**src/hdl/dram_cmd_pkg.sv**
```systemverilog
package dram_cmd_pkg;

    localparam int NUM_BANKS = 4;
    localparam int BANK_W = 2;
    localparam int ROW_W = 14;

    // per-bank close-page sequence
    typedef enum logic [3:0] {
        IDLE,
        ACTIVATE,
        ACTIVATING,
        READ,
        READING,
        WRITE,
        WRITING,
        PRECHARGE,
        PRECHARGING,
        REFRESH,
        REFRESHING
    } bank_state_e;

    // opcodes on the DRAM command bus
    typedef enum logic [2:0] {
        OP_NOP,
        OP_ACT,
        OP_RD,
        OP_WR,
        OP_PRE,
        OP_REF
    } dram_op_e;

endpackage

```
**src/hdl/dram_timing_pkg.sv**
```systemverilog
package dram_timing_pkg;

    // width of the command delay and refresh interval counters
    localparam int CNT_W = 10;

    // ACT to READ/WRITE, tAL taken as zero
    localparam logic [CNT_W-1:0] T_RCD = CNT_W'(6);

    // read and write latency
    localparam logic [CNT_W-1:0] T_RL = CNT_W'(8);
    localparam logic [CNT_W-1:0] T_WL = CNT_W'(6);

    // burst length in clocks
    localparam logic [CNT_W-1:0] T_BURST = CNT_W'(4);

    // precharge and refresh cycle time
    localparam logic [CNT_W-1:0] T_RP = CNT_W'(6);
    localparam logic [CNT_W-1:0] T_RFC = CNT_W'(40);

    // average refresh interval, kept short
    localparam logic [CNT_W-1:0] T_REFI = CNT_W'(300);

endpackage

```
**src/hdl/bank_engine.sv**
```systemverilog
module bank_engine
    import dram_cmd_pkg::*;
(
    input  logic             clk,
    input  logic             nRST,
    input  logic             start,
    input  logic             start_write,
    input  logic [ROW_W-1:0] start_row,
    input  logic             cmd_grant,
    output logic             bank_ready,
    output logic             cmd_req,
    output dram_op_e         cmd_op,
    output logic [ROW_W-1:0] cmd_row,
    output logic             wr_en,
    output logic             rd_done
);
    bank_state_e state;
    bank_state_e next_state;

    logic             write_q;
    logic [ROW_W-1:0] row_q;

    logic rf_req;
    logic act_done;
    logic wr_done;
    logic pre_done;
    logic ref_done;

    bank_timing_control timing_i (
        .clk      (clk),
        .nRST     (nRST),
        .state    (state),
        .cmd_grant(cmd_grant),
        .rf_req   (rf_req),
        .act_done (act_done),
        .rd_done  (rd_done),
        .wr_done  (wr_done),
        .pre_done (pre_done),
        .ref_done (ref_done),
        .wr_en    (wr_en)
    );

    always_ff @(posedge clk, negedge nRST) begin
        if (!nRST) begin
            state <= IDLE;
        end else begin
            state <= next_state;
        end
    end

    // request held for the whole sequence
    always_ff @(posedge clk) begin
        if (state == IDLE && start) begin
            write_q <= start_write;
            row_q <= start_row;
        end
    end

    always_comb begin
        next_state = state;
        case (state)
            IDLE: begin
                // a start was granted on last cycle's ready, so it wins
                if (start) begin
                    next_state = ACTIVATE;
                end else if (rf_req) begin
                    next_state = REFRESH;
                end
            end
            ACTIVATE:    if (cmd_grant) next_state = ACTIVATING;
            ACTIVATING:  if (act_done) next_state = write_q ? WRITE : READ;
            READ:        if (cmd_grant) next_state = READING;
            READING:     if (rd_done) next_state = PRECHARGE;
            WRITE:       if (cmd_grant) next_state = WRITING;
            WRITING:     if (wr_done) next_state = PRECHARGE;
            PRECHARGE:   if (cmd_grant) next_state = PRECHARGING;
            PRECHARGING: if (pre_done) next_state = IDLE;
            REFRESH:     if (cmd_grant) next_state = REFRESHING;
            REFRESHING:  if (ref_done) next_state = IDLE;
            default:     next_state = IDLE;
        endcase
    end

    // command states ask the arbiter for the bus
    always_comb begin
        case (state)
            ACTIVATE:  cmd_op = OP_ACT;
            READ:      cmd_op = OP_RD;
            WRITE:     cmd_op = OP_WR;
            PRECHARGE: cmd_op = OP_PRE;
            REFRESH:   cmd_op = OP_REF;
            default:   cmd_op = OP_NOP;
        endcase
    end

    assign cmd_req = (cmd_op != OP_NOP);
    assign cmd_row = row_q;
    assign bank_ready = (state == IDLE) && !rf_req;

endmodule

```
**src/hdl/bank_timing_control.sv**
```systemverilog
module bank_timing_control
    import dram_cmd_pkg::*;
    import dram_timing_pkg::*;
(
    input  logic        clk,
    input  logic        nRST,
    input  bank_state_e state,
    input  logic        cmd_grant,
    output logic        rf_req,
    output logic        act_done,
    output logic        rd_done,
    output logic        wr_done,
    output logic        pre_done,
    output logic        ref_done,
    output logic        wr_en
);
    logic [CNT_W-1:0] time_load;
    logic [CNT_W-1:0] time_count;
    logic             time_last;

    logic [CNT_W-1:0] rf_count;
    logic [CNT_W-1:0] rf_limit;
    logic             in_refresh;

    // delay for the command about to be granted
    always_comb begin
        case (state)
            ACTIVATE:  time_load = T_RCD;
            READ:      time_load = T_RL + T_BURST;
            WRITE:     time_load = T_WL + T_BURST;
            PRECHARGE: time_load = T_RP;
            REFRESH:   time_load = T_RFC;
            default:   time_load = '0;
        endcase
    end

    // load on grant, count down to zero and stay there
    always_ff @(posedge clk, negedge nRST) begin
        if (!nRST) begin
            time_count <= '0;
        end else if (cmd_grant) begin
            time_count <= time_load;
        end else if (time_count != '0) begin
            time_count <= time_count - 1'b1;
        end
    end

    // last cycle of the wait comes L cycles after the grant
    assign time_last = (time_count == CNT_W'(1));

    always_comb begin
        act_done = (state == ACTIVATING) && time_last;
        rd_done = (state == READING) && time_last;
        wr_done = (state == WRITING) && time_last;
        pre_done = (state == PRECHARGING) && time_last;
        ref_done = (state == REFRESHING) && time_last;
        // strobe once the write latency has run out
        wr_en = (state == WRITING) && (time_count == T_BURST);
    end

    assign in_refresh = (state == REFRESH) || (state == REFRESHING);

    always_ff @(posedge clk, negedge nRST) begin
        if (!nRST) begin
            rf_count <= '0;
            rf_limit <= T_REFI;
        end else begin
            rf_count <= in_refresh ? '0 : rf_count + 1'b1;
            // count is still intact only in the first REFRESH cycle
            if (state == REFRESH && rf_count != '0) begin
                if (rf_count > T_REFI) begin
                    // pull the next refresh in by the overshoot when late
                    rf_limit <= T_REFI - (rf_count - T_REFI);
                end else begin
                    rf_limit <= T_REFI;
                end
            end
        end
    end

    assign rf_req = (rf_count >= rf_limit) && (state != REFRESH);

endmodule

```
**src/hdl/command_arbiter.sv**
```systemverilog
module command_arbiter
    import dram_cmd_pkg::*;
(
    input  logic                            clk,
    input  logic                            nRST,
    input  logic     [NUM_BANKS-1:0]        cmd_req,
    input  dram_op_e [NUM_BANKS-1:0]        cmd_op,
    input  logic     [NUM_BANKS-1:0][ROW_W-1:0] cmd_row,
    output logic     [NUM_BANKS-1:0]        cmd_grant,
    output dram_op_e                        dram_cmd,
    output logic     [BANK_W-1:0]           dram_bank,
    output logic     [ROW_W-1:0]            dram_row
);
    logic [BANK_W-1:0] rr_ptr;
    logic [BANK_W-1:0] sel;
    logic              found;

    // search starts one past the last bank granted
    always_comb begin
        logic [BANK_W-1:0] idx;
        found = 1'b0;
        sel = '0;
        for (int i = 1; i <= NUM_BANKS; i++) begin
            idx = rr_ptr + BANK_W'(i);
            if (!found && cmd_req[idx]) begin
                found = 1'b1;
                sel = idx;
            end
        end
    end

    always_comb begin
        cmd_grant = '0;
        if (found) begin
            cmd_grant[sel] = 1'b1;
        end
    end

    always_ff @(posedge clk, negedge nRST) begin
        if (!nRST) begin
            rr_ptr <= BANK_W'(NUM_BANKS - 1);
            dram_cmd <= OP_NOP;
        end else begin
            dram_cmd <= found ? cmd_op[sel] : OP_NOP;
            if (found) begin
                rr_ptr <= sel;
            end
        end
    end

    // bank and row only mean something next to a command
    always_ff @(posedge clk) begin
        if (found) begin
            dram_bank <= sel;
            dram_row <= cmd_row[sel];
        end
    end

endmodule

```
**src/hdl/dram_sched_top.sv**
```systemverilog
module dram_sched_top
    import dram_cmd_pkg::*;
(
    input  logic                 clk,
    input  logic                 nRST,
    input  logic                 req_valid,
    input  logic                 req_write,
    input  logic [BANK_W-1:0]    req_bank,
    input  logic [ROW_W-1:0]     req_row,
    output logic                 req_ack,
    output dram_op_e             dram_cmd,
    output logic [BANK_W-1:0]    dram_bank,
    output logic [ROW_W-1:0]     dram_row,
    output logic [NUM_BANKS-1:0] wr_en,
    output logic [NUM_BANKS-1:0] rd_done
);
    logic [NUM_BANKS-1:0]            bank_ready;
    logic [NUM_BANKS-1:0]            start;
    logic                            start_write;
    logic [ROW_W-1:0]                start_row;
    logic [NUM_BANKS-1:0]            cmd_req;
    dram_op_e [NUM_BANKS-1:0]        cmd_op;
    logic [NUM_BANKS-1:0][ROW_W-1:0] cmd_row;
    logic [NUM_BANKS-1:0]            cmd_grant;

    request_router router_i (
        .clk        (clk),
        .nRST       (nRST),
        .req_valid  (req_valid),
        .req_write  (req_write),
        .req_bank   (req_bank),
        .req_row    (req_row),
        .bank_ready (bank_ready),
        .req_ack    (req_ack),
        .start      (start),
        .start_write(start_write),
        .start_row  (start_row)
    );

    for (genvar b = 0; b < NUM_BANKS; b++) begin : g_bank
        bank_engine engine_i (
            .clk        (clk),
            .nRST       (nRST),
            .start      (start[b]),
            .start_write(start_write),
            .start_row  (start_row),
            .cmd_grant  (cmd_grant[b]),
            .bank_ready (bank_ready[b]),
            .cmd_req    (cmd_req[b]),
            .cmd_op     (cmd_op[b]),
            .cmd_row    (cmd_row[b]),
            .wr_en      (wr_en[b]),
            .rd_done    (rd_done[b])
        );
    end

    command_arbiter arbiter_i (
        .clk      (clk),
        .nRST     (nRST),
        .cmd_req  (cmd_req),
        .cmd_op   (cmd_op),
        .cmd_row  (cmd_row),
        .cmd_grant(cmd_grant),
        .dram_cmd (dram_cmd),
        .dram_bank(dram_bank),
        .dram_row (dram_row)
    );

endmodule

```
**src/hdl/request_router.sv**
```systemverilog
module request_router
    import dram_cmd_pkg::*;
(
    input  logic                 clk,
    input  logic                 nRST,
    input  logic                 req_valid,
    input  logic                 req_write,
    input  logic [BANK_W-1:0]    req_bank,
    input  logic [ROW_W-1:0]     req_row,
    input  logic [NUM_BANKS-1:0] bank_ready,
    output logic                 req_ack,
    output logic [NUM_BANKS-1:0] start,
    output logic                 start_write,
    output logic [ROW_W-1:0]     start_row
);
    logic ack_pending;
    logic accept;

    // host still holds the request during its ack cycle
    assign accept = req_valid && bank_ready[req_bank] && !ack_pending;

    always_ff @(posedge clk, negedge nRST) begin
        if (!nRST) begin
            ack_pending <= 1'b0;
            start <= '0;
        end else begin
            ack_pending <= accept;
            start <= '0;
            if (accept) begin
                start[req_bank] <= 1'b1;
            end
        end
    end

    // request fields go out alongside the start pulse
    always_ff @(posedge clk) begin
        if (accept) begin
            start_write <= req_write;
            start_row <= req_row;
        end
    end

    assign req_ack = ack_pending;

endmodule

```
**config.mk**
```make
export PLATFORM = sky130hd
export DESIGN_NAME = dram_sched_top
export DESIGN_NICKNAME = d
export VERILOG_FILES = /design/src/hdl/dram_cmd_pkg.sv /design/src/hdl/dram_timing_pkg.sv /design/src/hdl/bank_engine.sv /design/src/hdl/bank_timing_control.sv /design/src/hdl/command_arbiter.sv /design/src/hdl/dram_sched_top.sv /design/src/hdl/request_router.sv
export SDC_FILE = /design/constraint.sdc
export NUM_CORES = 1
export LEC_CHECK = 0
export BUFFER_PORTS_ARGS = -buffer_cell sky130_fd_sc_hd__buf_2
export CAP_MARGIN = 0
export CORE_ASPECT_RATIO = 0.75
export CORE_UTILIZATION = 55
export DETAILED_ROUTE_END_ITERATION = 12
export GPL_TIMING_DRIVEN = 0
export HOLD_SLACK_MARGIN = 0.06
export PLACE_DENSITY = 0.7
export REMOVE_ABC_BUFFERS = 1
export SYNTH_ARGS = -nofsm -noshare
export SYNTH_HDL_FRONTEND = slang
export SYNTH_SLANG_ARGS = --single-unit
```
**constraint.sdc**
```tcl
create_clock -name clk -period 7.2 [get_ports clk]
set_input_delay 0.36 -clock clk [delete_from_list [all_inputs] [get_ports clk]]
set_output_delay 0.36 -clock clk [all_outputs]
set_load 0.02 [all_outputs]
```
==> results of run 1 <==
area by class of cell:
class | instances | area (um^2) | area share (%)
Timing Repair Buffer | 70 | 510 | 3.64
Tap cell | 294 | 368 | 2.62
Sequential cell | 237 | 6410 | 45.7
Clock inverter | 14 | 205 | 1.46
Multi-Input combinational cell | 828 | 5600 | 39.9
Inverter | 75 | 282 | 2.01
Clock buffer | 30 | 664 | 4.73
power by group through the flow:
| stage | registers (mW) | clock network, mW | logic, mW |
|---|---|---|---|
| 2_1_floorplan | 2.19 | 0 | 1.74 |
| 3_3_place_gp | 2.23 | 0 | 2.24 |
| 3_5_place_dp | 2.23 | 0 | 2.31 |
| 4_1_cts | 2.21 | 1.37 | 2.34 |
| 5_1_grt | 2.28 | 1.43 | 2.61 |
| 6_report | 2.22 | 1.34 | 2.33 |
per-layer routing:
layer / global-route usage [%] / routed length, um / vias to the layer above
li1: - / - / 4375
met1: 33.3 / 12200 / 4302
met2: 33.4 / 11300 / 177
met3: 2.93 / 944 / 27
met4: 4.69 / 339 / 0
met5: 0 / 0 / -
worst max-delay path: stages, from the launching register on:
cell and delay, ns:
dfstp_2 0.51, inv_1 0.05, ha_1 0.19, a211oi_1 0.38
o211ai_1 0.15, a41oi_1 0.36, o21ai_0 0.18, o311a_1 0.19
a211oi_2 0.52, buf_6 0.25
worst max-delay path by stage:
stage | from | to | slack [ns] | depth (start not counted)
after floorplan | g_bank[3].engine_i.timing_i.rf_count[0] | router_i.start_row[0] | 3.88 | 8
after global placement | g_bank[3].engine_i.state[0] | router_i.start_row[13] | 2.89 | 6
after detailed placement | g_bank[1].engine_i.timing_i.rf_limit[8] | router_i.start_row[13] | 4.16 | 9
after CTS | g_bank[1].engine_i.timing_i.rf_limit[8] | router_i.start_row[7] | 4.13 | 9
after global routing | g_bank[1].engine_i.timing_i.rf_limit[8] | router_i.start_row[7] | 3.88 | 9
final | g_bank[1].engine_i.timing_i.rf_limit[8] | router_i.start_row[7] | 4.11 | 9
what timing repair did:
item	in CTS	in global routing
hold endpoints to repair	64	0
endpoints found under the setup margin	0	0
hold buffers	18	0
sequential cells by signal (all words and copies together), names as in the netlist:
name	cells
arbiter_i.dram_row	14
router_i.req_ack	1
g_bank.engine_i.timing_i.rf_count	40
g_bank.engine_i.timing_i.rf_limit	40
arbiter_i.rr_ptr	2
arbiter_i.dram_bank	2
router_i.start	4
g_bank.engine_i.state	16
g_bank.engine_i.timing_i.time_count	40
g_bank.engine_i.write_q	4
router_i.start_row	14
g_bank.engine_i.cmd_row	56
router_i.start_write	1
arbiter_i.dram_cmd	3
metrics by stage:
stage	setup slack (ns)	cell area (um^2)	total power [mW]	hold slack, ns	instances
after floorplan	3.88	12300	3.94	0.0644	1140
after global placement	2.89	12900	4.46	0.473	1481
after detailed placement	4.16	13000	4.55	0.348	1486
after CTS	4.13	14000	5.92	0.0825	1548
after global routing	3.88	14000	6.32	0.109	1548
final	4.11	14000	5.88	0.100	1548
cell families (layout without fill, tap and decap cells):
| group | after synthesis | count (layout) | synth area share, % |
|---|---|---|---|
| and+or+nand+nor | 398 | 398 | 15.3 |
| xor gates and xnor gates | 75 | 75 | 5.23 |
| AOI/OAI and AO/OA | 239 | 239 | 13.4 |
| buffers and inverters | 133 | 189 | 4.54 |
| muxes | 56 | 56 | 4.54 |
| DFF | 237 | 237 | 51.1 |
| adders and majority gates | 60 | 60 | 5.98 |
cell usage in the layout, fill, tap and decap left out, types with 7 or more instances in the layout:
cell,n
a21o_1,7
a21oi_1,34
a2bb2oi_1,17
a31oi_1,10
a41oi_1,7
and3_1,15
buf_2,46
clkbuf_16,25
dfrtp_1,128
dfstp_2,18
dlygate4sd3_1,18
edfxtp_1,91
ha_1,60
inv_1,71
mux2_2,7
mux2i_1,49
nand2_1,65
nand2b_1,14
nand3_1,46
nand4_1,11
nor2_1,137
nor2b_1,12
nor3_1,44
nor4_1,12
o21a_1,13
o21ai_0,43
o21ai_1,19
o22ai_1,20
o31ai_1,7
or3_1,12
xnor2_1,31
xor2_1,44
==> results.ini, run 1 <==
[setup_path]
r2r_setup_slack_ns=4.11
worst-path-max-fanout=10
crit_path_start_kind=register
reg2reg_from=g_bank[1].engine_i.timing_i.rf_limit[8]
criticalPathCategory=reg -> reg
cp-end-kind=register
reg2reg_depth=9
required_ns=7.45
r2r_end=router_i.start_row[7]
cp_data_arrival_time_ns=3.34

[placed_design]
finalWeightedCongestion=0.859
post-dp-hpwl_um=16900
port_buffers=47

[pwr]
powerDensity_nw_per_um2=419
p_sw_share_pct=39.1
p_switching_mw=2.30
clkPwrFrac_pct=22.7
combPwrFrac_pct=39.6
p_seq_share_pct=37.7
leakagePower_nw=6.06
internal_power_mw=3.58
vdd_drop_max_mv=0.230

[clocking]
cts_setup_buffers=0
clockBufferDepth=3
clk_latency_ns=0.54
cts_resized=0
cts-root-buf=clkbuf_16
tritoncts=yes
numCtsBuffers=24
htreeDepth=1
cts_num_sinks=237
path_clk_slew_ns=0.07

[timing]
hold_viol=0
finalMaxSlewViolations=0
setup_viol=0
slew_headroom_pct=40.5
fmax_ghz=0.324
setup-tns-final_ns=0
rsz0062_at_grt=no
tightest_slew_ns=0.891
min_period_over_period_pct=42.9
finClkSkew_ns=0.0235
min_period_ns=3.09

[grt]
grt_pass1_vias=8422
grt_max_degree=93
grt-ovfl-total=0
grt_pass1_wl_um=42000
antenna_found_initial=0
grt_use_total_pct=21.9

[synthesis]
synthTopCellsByArea=dfrtp_1 (26%), edfxtp_1 (22%), ha_1 (6.0%), nor2_1 (4.1%), mux2i_1 (3.9%)
avgSynthCellArea_um2=10.5
synth_edf_count=91
synth_most_common_cell=nor2_1
synth_cells=1198
synth_cell_types=83
ys_warn_count=0
synth_flop_cell=dfrtp_1
synth_top_area_share_pct=25.5
synth.largest_area_cell=dfrtp_1
ys_seq_area_share_pct=51.1
yosys-top-cells-count=nor2_1 (138), dfrtp_1 (128), edfxtp_1 (91)
synth_async_sr_flop_share_pct=61.6
synth_seq_cells=237
syn-cell-area_um2=12600

[die]
die-width_um=176
start_util_pct=56.5
dieArea_um2=23400
coreArea_um2=22200
num_rows=47
fp.dieH_um=133
pin_count=48

[status]
outcome=finished clean

[route]
wl_per_cell_um=16.0
wirelength_um=24800
final_antenna_net_count=0
viasPerCell=5.74
remaining_drc_errors=0
dr_total_vias=8881
first_pass_iters=5
drt_iter0_drc=532

[finish]
diodes=0
fin_util_pct=63.2
synthToLayoutAreaGrowth_pct=11.9
fillers=1768
final_net_count=1316
layout-drive-gt1-share_pct=11.1

[min_path]
hold_depth=3
hold_path_class=in -> reg
whs_endpoint=router_i.start[1]
hold_start=req_bank[0]

[flow_run]
max-cap-violations=0

Power figures use the tool's default switching activity.
==> inputs of run 2 (changes only) <==
--- a/config.mk
+++ b/config.mk
@@ -5,6 +5,7 @@
 export SDC_FILE = /design/constraint.sdc
 export NUM_CORES = 1
 export LEC_CHECK = 0
+export ABC_AREA = 1
 export BUFFER_PORTS_ARGS = -buffer_cell sky130_fd_sc_hd__buf_2
 export CAP_MARGIN = 0
 export CORE_ASPECT_RATIO = 0.75
==> constraint.sdc (replaced) <==
create_clock -name clk -period 2.95 [get_ports clk]
set_input_delay 0.1475 -clock clk [delete_from_list [all_inputs] [get_ports clk]]
set_output_delay 0.1475 -clock clk [all_outputs]
set_load 0.02 [all_outputs]
==> run 2 against run 1 <==
The run now ends with DRC left. Sequential cell count did not move. First-iteration DRC count rose by 15%. Combinational power rose to 3.4 times the previous value. Cell count rose by 21%. Sequential power rose by 120%.
==> results.ini, run 2 <==
[status]
outcome=complete, but fails checks
violations=DRC

[timing]
slew_headroom_pct=36.5
finClkSkew_ns=0.0107
tightest_slew_ns=0.951
rsz0062_at_grt=no
min_period_ns=2.70
setup_viol=0
setup-tns-final_ns=0
hold_viol=0
holdWs_ns=0.130
fmax_ghz=0.371
finalMaxSlewViolations=0
worst_slack_ns=0.254
min_period_over_period_pct=91.4

[setup_path]
critPathTopFamily=simple AND/OR/NAND/NOR gates
max_stage_delay_ns=0.52
r2r_setup_slack_ns=0.25
crit_path_start_kind=register
worstPathCellList=inv_1, ha_1, a21oi_1, o21ai_0, nand2_1, o2111ai_1, nand2_1, inv_1, o21bai_1, nand3b_1, nor2_4, buf_8
required_ns=3.18
cp_num_buf_inv=3
worst-path-max-fanout=12
cp_data_arrival_time_ns=2.92
cp-end-kind=register
cpMaxStageDelayCell=dfstp_2
criticalPathCategory=reg -> reg

[route]
viasPerCell=5.42
first_pass_iters=9
final_antenna_net_count=0
wirelength_um=27200
wl_per_cell_um=14.6
dr_total_vias=10118
remaining_drc_errors=2
drt_iter0_drc=613

[pwr]
vdd_drop_max_mv=0.845
leakagePower_nw=6.77
powerDensity_nw_per_um2=1120

[clocking]
cts_num_sinks=237
htreeDepth=1
cts-root-buf=clkbuf_16
clk_latency_ns=0.53
clockBufferDepth=3
tritoncts=yes
cts_setup_buffers=0
path_clk_slew_ns=0.06
numCtsBuffers=25

[die]
pin_count=48
fp.dieH_um=135
die-width_um=180
start_util_pct=56.5
num_rows=48
dieArea_um2=24400
coreArea_um2=23100

[synthesis]
ys_warn_count=0
ys_seq_area_share_pct=49.1
synth_top_area_share_pct=24.5
synth_flop_cell=dfrtp_1
synth_most_common_cell=nand2_1
synthTopCellsByArea=dfrtp_1 (25%), edfxtp_1 (21%), nand2_1 (7.0%), inv_1 (6.4%), ha_1 (5.7%)
avgSynthCellArea_um2=8.78
synth.largest_area_cell=dfrtp_1
yosys-top-cells-count=nand2_1 (245), inv_1 (224), nor2_1 (166)
synth_edf_count=91
synth_seq_cells=237
synth_async_sr_flop_share_pct=61.6
syn-cell-area_um2=13100
synth_cell_types=57
synth_cells=1488

[finish]
diodes=0
multi_input_area_um2=5520
register_area_um2=6410
largest_reg_flops=56
layout_common_cells=nand2_1 (245), inv_1 (224), nor2_1 (161)
fillers=1946
layout-drive-gt1-share_pct=12.1
design_area_um2=14600
synthToLayoutAreaGrowth_pct=12.0
layout_commonest_cell=nand2_1
final_net_count=1629

[placed_design]
finalWeightedCongestion=0.889
post-place-ws_ns=0.216
post-dp-hpwl_um=19400
place_area_um2=13500
port_buffers=47

[grt]
grt_use_total_pct=23.1
grt_pass1_wl_um=46300
grt-ovfl-total=0
antenna_found_initial=0
grt_pass1_vias=9666
grt_max_degree=78

[min_path]
hold_path_class=in -> reg

[flow_run]
max-cap-violations=0

==> run 2: changes by cell type after synthesis, sizes merged, moves of 18 or more <==
cell,change
inv,+167
xnor2,-21
o21ai,+18
a21oi,+73
nor2,+29
mux2i,-49
nand3,+31
nand2,+191
==> run 2: logic make-up (layout without fill, tap and decap cells) <==
kind of cell,after synthesis,in the layout,synth area share (%)
simple gates,605,605,21.4
buf+inv,278,358,8.84
compound gates,266,266,12.1
flops,237,237,49.1
fa+ha+maj,60,60,5.75
xor+xnor,42,42,2.87
==> run 2: worst reg2reg max path, stage by stage, from the launching register on <==
cell and delay (ns):
dfstp_2 0.52, inv_1 0.05, ha_1 0.29, a21oi_1 0.15, o21ai_0 0.09, nand2_1 0.07
o2111ai_1 0.14, nand2_1 0.08, inv_1 0.11, o21bai_1 0.17, nand3b_1 0.24, nor2_4 0.30
buf_8 0.20
==> run 2: layout make-up <==
type | instances | share of cell area (%)
Clock buffer | 31 | 4.62
Tap cell | 300 | 2.57
Timing Repair Buffer | 70 | 3.45
Multi-Input combinational cell | 973 | 37.7
Sequential cell | 237 | 43.8
Inverter | 242 | 6.29
Clock inverter | 15 | 1.53
==> run 2: timing repair <==
action	CTS	global route
hold endpoints to repair	88	0
resized for setup	0	4
hold buffers	19	0
endpoints found under the setup margin	0	19
==> run 2: path summary, 6_finish.rpt <==
| kind | from | endpoint | cells past startpoint |
|---|---|---|---|
| min reg2reg | g_bank[1].engine_i.timing_i.rf_count[0] | g_bank[1].engine_i.timing_i.rf_count[0] | 1 |
| min | req_valid | router_i.start[0] | 3 |
| max reg2reg | g_bank[0].engine_i.timing_i.rf_limit[3] | router_i.start_row[2] | 12 |
| min in group asynchronous | nRST | g_bank[2].engine_i.timing_i.rf_limit[7] | 2 |
| max | g_bank[0].engine_i.timing_i.rf_limit[3] | router_i.start_row[2] | 12 |
| max in group asynchronous | nRST | arbiter_i.rr_ptr[0] | 3 |
==> run 2: where the power goes <==
part / leakage [nW] / internal, mW / total [mW] / switching, mW
combinational: 3.63 / 2.50 / 8.03 / 5.53
sequential: 2.72 / 4.36 / 4.92 / 0.567
clock: 0.426 / 2.08 / 3.38 / 1.30
==> run 2: routing by layer <==
layer  share of wire, %  track usage (%)  wire [um]
met1                 49             33.7      13300
met2                 44             36.0      12000
met3                5.0             3.28       1360
met4                2.0             6.47        549
met5                  0                0          0
==> run 2: metrics by stage <==
stage                     power [mW]  cells  util (%)
after floorplan                 11.0   1452         -
after global placement          12.6   1799      58.1
after detailed placement        12.8   1803      58.5
after CTS                       16.3   1868      63.2
after global routing            17.7   1868      63.3
final                           16.3   1868      63.3
==> inputs of run 3 (changes only) <==
--- a/config.mk
+++ b/config.mk
@@ -9,11 +9,12 @@
 export BUFFER_PORTS_ARGS = -buffer_cell sky130_fd_sc_hd__buf_2
 export CAP_MARGIN = 0
 export CORE_ASPECT_RATIO = 0.75
+export CORE_MARGIN = 4
 export CORE_UTILIZATION = 55
 export DETAILED_ROUTE_END_ITERATION = 12
 export GPL_TIMING_DRIVEN = 0
 export HOLD_SLACK_MARGIN = 0.06
-export PLACE_DENSITY = 0.7
+export PLACE_DENSITY = 0.72
 export REMOVE_ABC_BUFFERS = 1
 export SYNTH_ARGS = -nofsm -noshare
 export SYNTH_HDL_FRONTEND = slang
==> run 3 against run 2 <==
The run now ends clean. Maximum frequency grew 0.45%. Clock skew grew 0.0036 ns. Combinational power is essentially flat. Routed wire length grew 0.64%. Total power shrank 1.4%. Setup slack gained 0.012 ns. Register-to-register slack is essentially flat. Core utilization shrank 0.42 points. Cell area shrank 0.41%. First-iteration DRC count grew 12%. Cell count is essentially flat. Largest cell class unchanged.
==> results.ini, run 3 (synthesized netlist as in run 2, its figures left out) <==
[clocking]
path_clk_slew_ns=0.06
tritoncts=yes
cts-root-buf=clkbuf_16
cts_num_sinks=237
htreeDepth=1
clk_latency_ns=0.52
clockBufferDepth=3
numCtsBuffers=24

[finish]
fillers=1926
design_area_um2=14600
layout_common_cells=nand2_1 (245), inv_1 (224), nor2_1 (161)
layout-drive-gt1-share_pct=11.9
synthToLayoutAreaGrowth_pct=11.6
multi_input_area_um2=5520
diodes=0
register_area_um2=6410
instances_no_fill=1867
layout_commonest_cell=nand2_1
largest_reg_flops=56
final_net_count=1629

[setup_path]
crit_path_start_kind=register
cp_data_arrival_time_ns=3.09
criticalPathCategory=reg -> reg
cp-end-kind=register
worst-path-max-fanout=54
required_ns=3.36

[route]
final_antenna_net_count=0
wl_per_cell_um=14.7
wirelength_um=27400
viasPerCell=5.41
route.met3.wl_um=1610
drt_iter0_drc=689
first_pass_iters=5
dr_total_vias=10100
remaining_drc_errors=0
wl_met2_um=11900
dr.max_layer_used=met4
m1WireLength_um=13300

[timing]
finClkSkew_ns=0.0142
setup_viol=0
rsz0062_at_grt=no
min_period_over_period_pct=91.0
finalMaxSlewViolations=0
tightest_slew_ns=0.976
hold_viol=0
fmax_ghz=0.373
slew_headroom_pct=34.9
setup-tns-final_ns=0
min_period_ns=2.68

[die]
pin_count=48
start_util_pct=56.3
dieArea_um2=26300
num_rows=48
coreArea_um2=23200
die-width_um=186
fp.dieH_um=141

[grt]
grt_pass1_wl_um=46700
grt-ovfl-total=0
grt_pass1_vias=9644
antenna_found_initial=0
grt_use_total_pct=21.2
grt_max_degree=98

[pwr]
vdd_drop_max_mv=0.897
p_total_mw=16.1
powerDensity_nw_per_um2=1100
leakagePower_nw=6.75

[flow_run]
max-cap-violations=0

[placed_design]
post-dp-hpwl_um=19500
place_area_um2=13500
port_buffers=47
placed_cells=1804
finalWeightedCongestion=0.911

[status]
outcome=finished clean

[min_path]
hold_path_class=in -> reg

[run 3: report_power, final]
group / internal (mW) / switching (mW) / total (mW) / leakage, nW
registers: 4.36 / 0.567 / 4.92 / 2.72
clock network: 1.86 / 1.29 / 3.14 / 0.399
logic: 2.49 / 5.54 / 8.03 / 3.63
[run 3: what timing repair did]
| action | in CTS | in global routing |
|---|---|---|
| hold buffers | 19 | 0 |
| gates resized for setup | 0 | 2 |
| hold endpoints to repair | 68 | 0 |
| setup buffers | 0 | 0 |
| endpoints found under the setup margin | 0 | 7 |
[run 3: layout make-up]
| class | instances | share of cell area, % |
|---|---|---|
| Clock buffer | 29 | 4.76 |
| Inverter | 242 | 6.30 |
| Multi-Input combinational cell | 973 | 37.9 |
| Timing Repair Buffer | 71 | 3.56 |
| Clock inverter | 15 | 0.953 |
| Tap cell | 300 | 2.58 |
| Sequential cell | 237 | 44.0 |
[run 3: stage by stage]
stage | hold slack, ns | setup slack [ns] | utilization [%]
CTS | 0.0906 | 0.196 | 62.8
detailed placement | 0.136 | 0.256 | 58.4
finish | 0.105 | 0.266 | 62.8
global route | 0.109 | 0.0222 | 62.8
floorplan | -0.148 | 0.328 | -
global placement | 0.326 | -0.511 | 57.9
[run 3: worst paths after layout]
check | startpoint | end | slack, ns | cells past startpoint
setup / recovery | arbiter_i.rr_ptr[0] | g_bank[2].engine_i.state[1] | 0.27 | 13
hold / removal | req_valid | router_i.start[1] | 0.10 | 3
setup reg to reg | arbiter_i.rr_ptr[0] | g_bank[2].engine_i.state[1] | 0.27 | 13
hold reg to reg | g_bank[1].engine_i.timing_i.rf_count[0] | g_bank[1].engine_i.timing_i.rf_count[0] | 0.45 | 1
max in group asynchronous | nRST | arbiter_i.rr_ptr[0] | 1.96 | 3
min in group asynchronous | nRST | g_bank[2].engine_i.timing_i.rf_limit[6] | 0.15 | 2
[run 3: metal layers]
metal / GRT usage [%] / vias up
li1: - / 5085
met2: 32.3 / 251
met3: 3.18 / 42
met1: 32.2 / 4722
met5: 0 / -
met4: 4.83 / 0
[run 3: worst max-delay path: stages (launching register included)]
cell and delay [ns]:
dfstp_2 0.68, inv_1 0.16, nand3_1 0.20, nand3_2 0.10
nand2_2 0.15, o21ai_1 0.10, nand2_2 0.13, nand2_8 0.27
inv_6 0.30, nand2_4 0.13, nand2_2 0.14, nand3_2 0.10
nand2_1 0.07, nand2_1 0.05
